File: config.mk
export PLATFORM = sky130hd
export DESIGN_NAME = roundKeyStore
export DESIGN_NICKNAME = d
export VERILOG_FILES = /design/src/verilog/aesTypesPkg.sv /design/src/verilog/roundKeyStore.sv
export VERILOG_INCLUDE_DIRS = /design/src /design/src/include
export SDC_FILE = /design/constraint.sdc
export NUM_CORES = 2
export LEC_CHECK = 0
export BUFFER_PORTS_ARGS = -buffer_cell sky130_fd_sc_hd__buf_4
export CORE_AREA = 2 2 287 573
export DETAILED_ROUTE_END_ITERATION = 8
export DIE_AREA = 0 0 289 575
export HOLD_SLACK_MARGIN = 0.1
export SLEW_MARGIN = 20
export SYNTH_ARGS = -nofsm -noshare
export SYNTH_HDL_FRONTEND = slang
export SYNTH_SLANG_ARGS = --single-unit
File: constraint.sdc
create_clock -name clk -period 4.1 [get_ports clk]
set_input_delay 0.82 -clock clk [delete_from_list [all_inputs] [get_ports clk]]
set_output_delay 0.82 -clock clk [all_outputs]
set_load 0.005 [all_outputs]
File: src/include/aesDec_consts.svh
`ifndef AESDEC_CONSTS_SVH
`define AESDEC_CONSTS_SVH

// Width of one cipher block in bits.
`define AES_BLOCK_BITS 128

// Number of cipher rounds for a 128-bit key.
`define AES_ROUNDS 10

// One round key per round plus the initial AddRoundKey.
`define AES_NUM_KEYS 11

`endif

File: src/verilog/aesTypesPkg.sv
package aesTypesPkg;

  // One element of GF(2^8).
  typedef logic [7:0] byte_t;

  // A state column; row 0 sits in the most significant byte.
  typedef byte_t [0:3] column_t;

  // Full block in FIPS-197 byte order with column 0 in the top 32 bits.
  typedef column_t [0:3] block_t;

  // Round-key index from 0 to 10.
  typedef logic [3:0] keyIdx_t;

  // Host write into the key store.
  typedef struct packed {
    logic    en;
    keyIdx_t idx;
    block_t  key;
  } roundKeyWrite_t;

  // ####################################################################
  // Multiply by x modulo the AES polynomial x^8 + x^4 + x^3 + x + 1.
  function automatic byte_t xtime(byte_t b);
    return {b[6:0], 1'b0} ^ (b[7] ? 8'h1b : 8'h00);
  endfunction

endpackage

File: src/verilog/roundKeyStore.sv
`timescale 1ns/1ns
`include "aesDec_consts.svh"

module roundKeyStore (
  input  logic                        clk,
  input  logic                        rstN,
  input  aesTypesPkg::roundKeyWrite_t keyWr,
  input  aesTypesPkg::keyIdx_t        rdIdx,
  output aesTypesPkg::block_t         rdKey
);
  import aesTypesPkg::*;

  logic [`AES_BLOCK_BITS-1:0] keyMem [`AES_NUM_KEYS];

  // ####################################################################
  // Host write port.
  always_ff @(posedge clk or negedge rstN) begin
    if (!rstN) begin
      keyMem <= '{default: '0};
    end else if (keyWr.en && (keyWr.idx < `AES_NUM_KEYS)) begin
      keyMem[keyWr.idx] <= keyWr.key;
    end
  end

  // Read is combinational so the key lines up with the opcode in the same cycle.
  always_comb begin
    if (rdIdx < `AES_NUM_KEYS) begin
      rdKey = keyMem[rdIdx];
    end else begin
      rdKey = '0;  // Unused indices read as zero.
    end
  end

  // The host only names existing entries.
  property pWriteInRange;
    @(posedge clk) disable iff (!rstN)
      keyWr.en |-> (keyWr.idx < `AES_NUM_KEYS);
  endproperty
  aWriteInRange: assert property (pWriteInRange)
    else $error("Round key write to index %0d", keyWr.idx);

endmodule
==> results.md <==
* Port-buffer cells at 266
* Top flop regs: keyMem (1408)
* Post-Syn Instances at 4315
* 1st-iter DRT viols at 1953
* Warnings from Yosys at 0
* Post-layout minimum cycle time at 3610 ps
* Slowest CP cell: mux4_2
* Clock slew at reported path FFs at 70 ps
* H-tree Lvls at 4
* Psw at 9810 uW
* GRT Overall Usage at 0.212
* Root Buffer: clkbuf_16
* Fin crit share at 0.881
* Setup slack after layout at 487 ps
* Post-Place Worst Slack at 437 ps
* Top post-synthesis cells by count: dfrtp_1, mux2_2, mux2i_1
* Post-DP HPWL at 100000 um
* Mapped Area at 64300 um2
* Combinational Power Share at 0.181
* Vias in the first global route at 40912
* Final setup fails at 0
* Synth top area cells: dfrtp_1, mux2_2, mux2i_1
* CTS tree: yes
* DR DRC count at 0
* Layout cells sized above 1 at 0.483
* Final Hold Fails at 0
* Maximum clock rate at 0.277 GHz
* Die H at 575 um
* Post-synth EDFFs at 0
* CP Capture Type: output pin
* Cts hold-fix bufs at 1
* GPL Wtd Cong at 0.741
* Post-CTS Setup Inserts at 0
* Cell variety after synth at 24
* Main flop type after synthesis: dfrtp_1
* Clock Latency Late Sink at 760 ps
* Post-Route WL at 176000 um
* Leakage power at 0.0321 uW
* Initial antenna violation count at 13
* Vias per cell at 5.68
* WP data arrival at 2790 ps
* Worst slew pin tran at 1050 ps
* Yosys top cell by area: dfrtp_1
* Syn nets at 4454
* Final slew viol count at 0
* Status: finished clean
* Pre-Repair DR Iteration Count at 4
* Layout area overhead at 14.4%
* Critical Path RT at 3280 ps
* Vias at 37742
* Flops & latches, synth at 1408
* Largest net degree at the start of global routing at 123
* Critical Path Start Type: input port
* Synth top area share at 0.548
* Post-route ant nets at 0
* Initial Util at 0.398
* Number of nets in the layout at 4577
* Syn avg cell area at 14.9 um2
* CP Cell Sequence: buf_8, buf_12, buf_12, mux4_2, nand2b_1, a22o_1, buf_4
* Sequential-to-total area share from yosys stat at 0.548
* Max-cap viol count at 0
* RSZ-0062 raised after global routing: false
* Worst vdd ir at 0.000493 V
* Clk_skew at 0 ps
* Top-Level Pins at 267
* CP dominant cell by count: buf_12
* Kind of critical path: in -> out
* Internal power at 28700 uW
* Overflow after GRT at 0
* Min-Delay Path Class: in -> reg
* CP max stage delay at 510 ps
* First-pass GRT wire length at 268000 um
* Fillers at 14429
* CP Max Fanout at 33
* Buffer levels on the longest clock path at 4
* FFs w/ async S/R, synth at 1.00
* Rows at 209
* Clk pwr share at 0.335
* Slew HR at 0.302
* Core area at 162000 um2
* Post_cts resized at 0
* Clk sinks at 1408
* Pwr Density at 524 nW/um2
* Reg power frac at 0.485
* Flip-flop count of the largest register after layout at 1408
* Cts bufs inserted at 143
* Setup_tns at 0 ps
* Sw frac at 0.255
* Routed WL per cell at 26.4 um
* Die Width at 289 um
* Biggest register: keyMem
* Die area at 166000 um2
## power by group through the flow
stage | combinational [uW] | sequential [uW] | clock, uW
after floorplan | 5180 | 18400 | 0
after global placement | 6870 | 18800 | 0
after detailed placement | 7050 | 19000 | 0
after CTS | 7070 | 18700 | 13300
after global routing | 7590 | 19100 | 13800
final | 6950 | 18700 | 12900
## logic make-up (layout without fill, tap and decap cells)
kind of cell,after synthesis,count (layout),share of synthesized area
and+or+nand+nor,149,149,0.0143
other,0,4,0
muxes,1920,1920,0.351
buffers and inverters,453,667,0.0342
AOI/OAI and AO/OA,385,385,0.0524
DFF,1408,1408,0.548
## layout make-up
class                      count  area [um2]  area share
multi-input combinational   2454       27000       0.366
sequential                  1408       35200       0.479
antenna                        4        10.0    0.000136
tap                         2110        2640      0.0359
timing repair buffer         430        4210      0.0573
clock inverter                36         429     0.00583
inverter                       1        3.75   0.0000510
clock buffer                 200        4080      0.0555
## metrics by stage
step	hold slack (ps)	cell area [um2]	total power, uW	cells	util
finish	335	73600	38500	6643	0.455
CTS	285	73600	39000	6639	0.455
global placement	484	69000	25700	6402	0.427
floorplan	475	64300	23600	4315	-
global route	308	73600	40500	6640	0.455
detailed placement	490	69000	26000	6402	0.427
## path summary, 6_finish.rpt
check | from | endpoint | slack (ps) | cells past startpoint
hold / removal | keyWr[65] | keyMem[961] | 330 | 2
min in group asynchronous | rstN | keyMem[1164] | 630 | 2
setup / recovery | rdIdx[0] | rdKey[107] | 490 | 7
max in group asynchronous | rstN | keyMem[4] | 2050 | 4
setup reg to reg | keyMem[210] | keyMem[210] | 3320 | 1
hold reg to reg | keyMem[524] | keyMem[524] | 500 | 1
## cell usage in the layout (no fill, tap or decap), types with 3 or more instances in the layout
cell and instances:
dfrtp_1 1408, nor2b_4 3, buf_4 349, mux4_2 128
clkinvlp_4 3, clkinv_2 15, mux2i_1 384, nor3_2 3
nand2b_1 129, a22o_1 128, clkbuf_16 143, clkinv_8 3
inv_6 5, buf_12 75, diode_2 4, nor2_4 3
nand3b_1 3, clkbuf_1 28, clkbuf_8 30, o2bb2ai_1 128
bufinv_16 6, a221oi_1 128, mux2_2 1408
## worst max-delay path, delay by kind of cell
family                 cells  cell delay (ps)
and+or+nand+nor            1              150
AOI/OAI and AO/OA          1              260
muxes                      1              510
buffers and inverters      4              990
## layer usage
layer | track usage | vias up | part of all wire
met5 | 0 | - | 0.00050
met4 | 0.0505 | 14 | 0.022
met3 | 0.0314 | 242 | 0.039
met2 | 0.377 | 643 | 0.52
met1 | 0.270 | 20678 | 0.42
li1 | - | 16165 | -
No activity file was read; power rests on OpenSTA's default activity.
