`config.mk`:
```
export PLATFORM = sky130hd
export DESIGN_NAME = decryptControl
export DESIGN_NICKNAME = d
export VERILOG_FILES = /design/src/verilog/aesCtrlPkg.sv /design/src/verilog/aesTypesPkg.sv /design/src/verilog/decryptControl.sv
export VERILOG_INCLUDE_DIRS = /design/src /design/src/include
export SDC_FILE = /design/constraint.sdc
export NUM_CORES = 1
export LEC_CHECK = 0
export BUFFER_PORTS_ARGS = -buffer_cell sky130_fd_sc_hd__buf_2
export CAP_MARGIN = 20
export CORE_AREA = 2 2 39 41
export CTS_BUF_LIST = sky130_fd_sc_hd__clkbuf_4
export CTS_CLUSTER_SIZE = 8
export DETAILED_ROUTE_END_ITERATION = 8
export DIE_AREA = 0 0 41 43
export GPL_ROUTABILITY_DRIVEN = 0
export PLACE_DENSITY = 0.52
export SYNTH_ARGS = -nofsm -noshare
export SYNTH_HDL_FRONTEND = slang
export SYNTH_SLANG_ARGS = --single-unit
```
`constraint.sdc`:
```
create_clock -name clk -period 1.9 [get_ports clk]
set_input_delay 0.38 -clock clk [delete_from_list [all_inputs] [get_ports clk]]
set_output_delay 0.38 -clock clk [all_outputs]
set_load 0.01 [all_outputs]
```
`src/include/aesDec_consts.svh`:
```
`ifndef AESDEC_CONSTS_SVH
`define AESDEC_CONSTS_SVH

// Width of one cipher block in bits.
`define AES_BLOCK_BITS 128

// Number of cipher rounds for a 128-bit key.
`define AES_ROUNDS 10

// One round key per round plus the initial AddRoundKey.
`define AES_NUM_KEYS 11

`endif

```
`src/verilog/aesCtrlPkg.sv`:
```
package aesCtrlPkg;

  // Controller states for one block.
  typedef enum logic [1:0] {
    sIdle,  // Waiting for req.
    sRound, // Running the middle rounds and the last round.
    sDone   // Result is valid and ack stays high until req drops.
  } ctrlState_e;

  // Opcodes that steer the round datapath.
  typedef enum logic [1:0] {
    opHold,      // Keep the state.
    opLoad,      // Load cipherIn xor the last round key.
    opMidRound,  // Full inverse round with InvMixColumns.
    opLastRound  // Final round without InvMixColumns.
  } roundOp_e;

endpackage

```
`src/verilog/aesTypesPkg.sv`:
```
package aesTypesPkg;

  // One element of GF(2^8).
  typedef logic [7:0] byte_t;

  // A state column; row 0 sits in the most significant byte.
  typedef byte_t [0:3] column_t;

  // Full block in FIPS-197 byte order with column 0 in the top 32 bits.
  typedef column_t [0:3] block_t;

  // Round-key index from 0 to 10.
  typedef logic [3:0] keyIdx_t;

  // Host write into the key store.
  typedef struct packed {
    logic    en;
    keyIdx_t idx;
    block_t  key;
  } roundKeyWrite_t;

  // ####################################################################
  // Multiply by x modulo the AES polynomial x^8 + x^4 + x^3 + x + 1.
  function automatic byte_t xtime(byte_t b);
    return {b[6:0], 1'b0} ^ (b[7] ? 8'h1b : 8'h00);
  endfunction

endpackage

```
`src/verilog/decryptControl.sv`:
```
`timescale 1ns/1ns
`include "aesDec_consts.svh"

module decryptControl (
  input  logic                 clk,
  input  logic                 rstN,
  input  logic                 req,
  output logic                 ack,
  output aesCtrlPkg::roundOp_e op,
  output aesTypesPkg::keyIdx_t keyIdx
);
  import aesTypesPkg::*;
  import aesCtrlPkg::*;

  ctrlState_e stateQ;
  ctrlState_e stateD;
  keyIdx_t    cntQ;     // Key index of the round running now.
  keyIdx_t    cntD;

  // ####################################################################
  // Next state and outputs.
  always_comb begin
    stateD = stateQ;
    cntD   = cntQ;
    op     = opHold;
    keyIdx = cntQ;

    case (stateQ)
      sIdle: begin
        keyIdx = keyIdx_t'(`AES_ROUNDS);  // Decryption starts with the last key.
        if (req) begin
          op     = opLoad;
          stateD = sRound;
          cntD   = keyIdx_t'(`AES_ROUNDS - 1);
        end
      end

      sRound: begin
        if (cntQ == '0) begin
          op     = opLastRound;
          stateD = sDone;
        end else begin
          op   = opMidRound;
          cntD = cntQ - keyIdx_t'(1);
        end
      end

      sDone: begin
        // Hold the result until the host lets go of req.
        if (!req) begin
          stateD = sIdle;
        end
      end

      default: stateD = sIdle;
    endcase
  end

  always_ff @(posedge clk or negedge rstN) begin
    if (!rstN) begin
      stateQ <= sIdle;
      cntQ   <= '0;
    end else begin
      stateQ <= stateD;
      cntQ   <= cntD;
    end
  end

  assign ack = (stateQ == sDone);

  // Four-phase rule. The host keeps req high until it has seen ack.
  property pReqHeldInRound;
    @(posedge clk) disable iff (!rstN)
      (stateQ == sRound) |-> req;
  endproperty
  aReqHeldInRound: assert property (pReqHeldInRound)
    else $error("req dropped before ack, round key %0d", cntQ);

endmodule

```
==> results.md <==
- The overall global routing resource usage is 12.1%.
- After synthesis, the cell types taking the most area are sky130_fd_sc_hd__dfrtp_1 (39%), sky130_fd_sc_hd__nor2b_1 (4.9%), sky130_fd_sc_hd__inv_1 (3.9%).
- The analysis attributes to cell leakage a power of 0.234 nW.
- The final hold violation count came to 0.
- After clock tree synthesis, the clock-pin slew on the worst setup and hold paths is 0.05 ns.
- The initial standard-cell utilization of the core is 27.6%.
- The maximum number of pins on one net before global-route repair is 13.
- The number of global-route vias before repair is 330.
- The total length of routed met3 wires is 35 um.
- The repair_antennas step left the layout with diodes totalling 0.
- IR analysis of the VDD net gives a maximum drop of 0.552 mV.
- The number of primary I/O pins is 10.
- The beginning of the worst hold path is req.
- The total met2 wirelength after detailed routing is 397 um.
- For this run, the leading register cell type out of synthesis is sky130_fd_sc_hd__dfrtp_1.
- The initial antenna violation count is 0.
- In the routed layout, each cell is associated on average with a via count of 5.03.
- Based on the critical path, the design can be clocked at up to 560 MHz.
- In this run the power density over the cells is 1770 mW/mm2.
- The first global-routing pass estimated 1.44 mm of wire.
- The starting DRC count in detailed routing is 12.
- CTS built an H-tree with a depth of 1.
- Measured along the x axis, the die boundary spans 41 um.
- The fraction of layout instances using a drive strength above 1 is 33.9%.
- For the worst setup path, the data required time is 1.52 ns.
- Setup violations remaining at the end of the flow were counted as 0.
- The number of sinks on the clock net is 6.
- The number of buffers added by the clock tree synthesis step is 3.
- The critical path launch point type is a flip-flop.
- In this run the worst setup path begins at cntQ[0].
- No sink is reached through more buffers than the 2 on the longest clock path.
- The area growth from synthesis to layout is 31.1%.
- The sum of routed wire segments on met1 is 441 um.
- The estimated wirelength of the detail-placed design is 635 um.
- After floorplanning, the core was sized to cover 0.00138 mm2.
- The tool flagged a number of max-cap violations equal to 0.
- The biggest area contributor in the post-synthesis netlist is sky130_fd_sc_hd__dfrtp_1.
- The number of standard cells after synthesis is 43.
- The critical path start-end classification is reg -> out.
- The launch point of the worst reg-to-reg path is cntQ[1].
- Counting every net in the synthesized netlist gives 47.
- The total global routing overflow is 0.
- The final critical-path required period is 1.79 ns.
- The final-stage net count is 62.
- After detailed routing, the average wire length per cell comes to 12.1 um.
- The area of all sequential standard cells is 150 um2.
- The number of buffers inserted by port buffering is 9.
- The clock tree skew after final layout is 0.000264 ns.
- The final total power is 0.887 mW.
- The floorplan step set the die height to 43 um.
- Before antenna repair, the detailed router went through 4 iterations.
- The fill cell total of the finished layout is 157.
- The CTS tree is yes.
- In this run the top signal layer used is met3.
- The run finished with clean final reports.
- The count of cell types in the netlist is 25.
- The highest fanout seen on the critical path is 4.
- For this run, the share of the core covered by cells in the final layout is 36.2%.
- The type of the most critical hold path is in -> reg.
- The worst setup path is captured at an output pin.
- The synthesized area divided by synthesized cell count is 8.87 um2.
- The number of pins exceeding their max-slew limit in the final report came to 0.
- The die covers 0.00176 mm2.
- The critical path data arrival time is 1.41 ns.
- The multi-input combinational cells in the finished layout cover a total of 223 um2.
- The synthesis warning total is 0.
- In this run the remaining antenna-violating nets after routing total 0.
- Of all flip-flops after synthesis, the portion carrying an async set or reset was 100%.
- Row generation in the floorplan step produced 14 rows.
- The overall routed net length is 874 um.
- The number of synthesized register bits is 6.
- Sequential elements use 39.3% of the synthesized area.
- The tightest hold path in the finished design has a slack of 0.416 ns.
- In this run, synthesis inferred 0 flip-flops with an integrated enable.
- Counting tap cells, the placed design contains a total of 67 instances.
- The remaining design rule violation count is 0.
- The cell sitting at the root of the clock tree is a sky130_fd_sc_hd__clkbuf_4.
- The relative slew slack is 74.7%.
- The final critical path takes up 94.0% of the cycle.
- The post-synthesis instance area is 382 um2.
- At the pin with the least slew margin, the transition time is 0.379 ns.
- Leaving out filler cells and counting taps, the final layout contains 72.
- The count of vias placed by the detailed router is 362.
- The share of the synthesized area in the top cell type is 39.3%.
- The clock insertion delay at the later pin of the skew report is 0.24 ns.
==> registers in the layout, summed over array words and instances (netlist names) <==
signal / count
cntQ: 4
stateQ: 2
==> power breakdown <==
part	switching, mW	internal (mW)	total [mW]
Sequential	0.102	0.188	0.289
Clock	0.0459	0.0715	0.117
Combinational	0.235	0.245	0.480
Total	0.383	0.504	0.887
==> cell type report <==
type                    instances  area share [%]
multi-input cells              31            44.5
clock buffers                   3            4.50
well taps                      16            4.00
flip-flops and latches          6            30.0
repair buffers                 12            14.0
inverters                       4            3.00
==> per-layer routing <==
layer / GRT usage [%] / up-vias
met5: 0 / -
met4: 8.00 / 0
met1: 19.1 / 173
li1: - / 179
met3: 1.57 / 0
met2: 14.7 / 10
==> cell usage in the layout, fill, tap and decap left out <==
master / count
sky130_fd_sc_hd__buf_4: 2
sky130_fd_sc_hd__inv_2: 2
sky130_fd_sc_hd__ha_4: 1
sky130_fd_sc_hd__inv_1: 2
sky130_fd_sc_hd__nor3b_4: 1
sky130_fd_sc_hd__a21oi_1: 2
sky130_fd_sc_hd__clkbuf_4: 3
sky130_fd_sc_hd__o211ai_1: 1
sky130_fd_sc_hd__or4_1: 1
sky130_fd_sc_hd__nor2_1: 4
sky130_fd_sc_hd__o21bai_1: 1
sky130_fd_sc_hd__nand2_1: 3
sky130_fd_sc_hd__nand2b_1: 1
sky130_fd_sc_hd__o21ai_0: 1
sky130_fd_sc_hd__mux2i_1: 1
sky130_fd_sc_hd__a22oi_1: 1
sky130_fd_sc_hd__or3_1: 1
sky130_fd_sc_hd__buf_2: 9
sky130_fd_sc_hd__nor2b_1: 3
sky130_fd_sc_hd__o31a_1: 1
sky130_fd_sc_hd__o21ai_1: 2
sky130_fd_sc_hd__nand3_1: 2
sky130_fd_sc_hd__and4bb_2: 1
sky130_fd_sc_hd__a22o_1: 1
sky130_fd_sc_hd__dlygate4sd3_1: 1
sky130_fd_sc_hd__or2_1: 1
sky130_fd_sc_hd__dfrtp_1: 6
sky130_fd_sc_hd__or4b_1: 1
==> critical path, stage by stage (launching register included) <==
cell and delay, ns:
sky130_fd_sc_hd__dfrtp_1 0.39, sky130_fd_sc_hd__inv_2 0.11, sky130_fd_sc_hd__ha_4 0.15, sky130_fd_sc_hd__nor3b_4 0.19
sky130_fd_sc_hd__mux2i_1 0.10, sky130_fd_sc_hd__nor2_1 0.09, sky130_fd_sc_hd__buf_2 0.13
==> through the flow <==
stage / setup WS [ns] / setup TNS [ns] / instance area [um2]
after floorplan: 0.278 / 0 / 382
after global placement: 0.298 / 0 / 442
after detailed placement: 0.258 / 0 / 442
after CTS: 0.00977 / 0 / 483
after global routing: -0.00919 / -0.00919 / 500
final: 0.113 / 0 / 500
==> path summary, 6_finish.rpt <==
kind,slack [ns],endpoint,cells past startpoint
setup reg to reg,0.34,cntQ[1],6
hold / removal,0.42,stateQ[1],2
max in group asynchronous,1.27,stateQ[1],2
setup / recovery,0.11,op[0],6
min in group asynchronous,0.49,cntQ[3],2
hold reg to reg,0.55,cntQ[1],2
==> what timing repair did <==
item | in CTS | in global routing
buffers inserted | 0 | 1
endpoints found under the hold margin | 6 | 0
setup endpoints to repair | 1 | 1
hold buffers | 1 | 0
gates resized for setup | 2 | 3
gates cloned | 0 | 0
==> synth_stat cells (2+ instances only) <==
master                    number
sky130_fd_sc_hd__o21ai_1       2
sky130_fd_sc_hd__inv_1         4
sky130_fd_sc_hd__a21oi_1       2
sky130_fd_sc_hd__nand2_1       3
sky130_fd_sc_hd__nor2b_1       3
sky130_fd_sc_hd__nor2_1        4
sky130_fd_sc_hd__nand3_1       2
sky130_fd_sc_hd__dfrtp_1       6
==> cell families after synthesis <==
kind of cell / Yosys count / share of synthesized area (%)
simple gates: 19 / 30.5
compound gates: 10 / 17.1
buf+inv: 6 / 7.21
flops: 6 / 39.3
mux: 1 / 2.62
fa+ha+maj: 1 / 3.28
No activity file was read; power rests on OpenSTA's default activity.
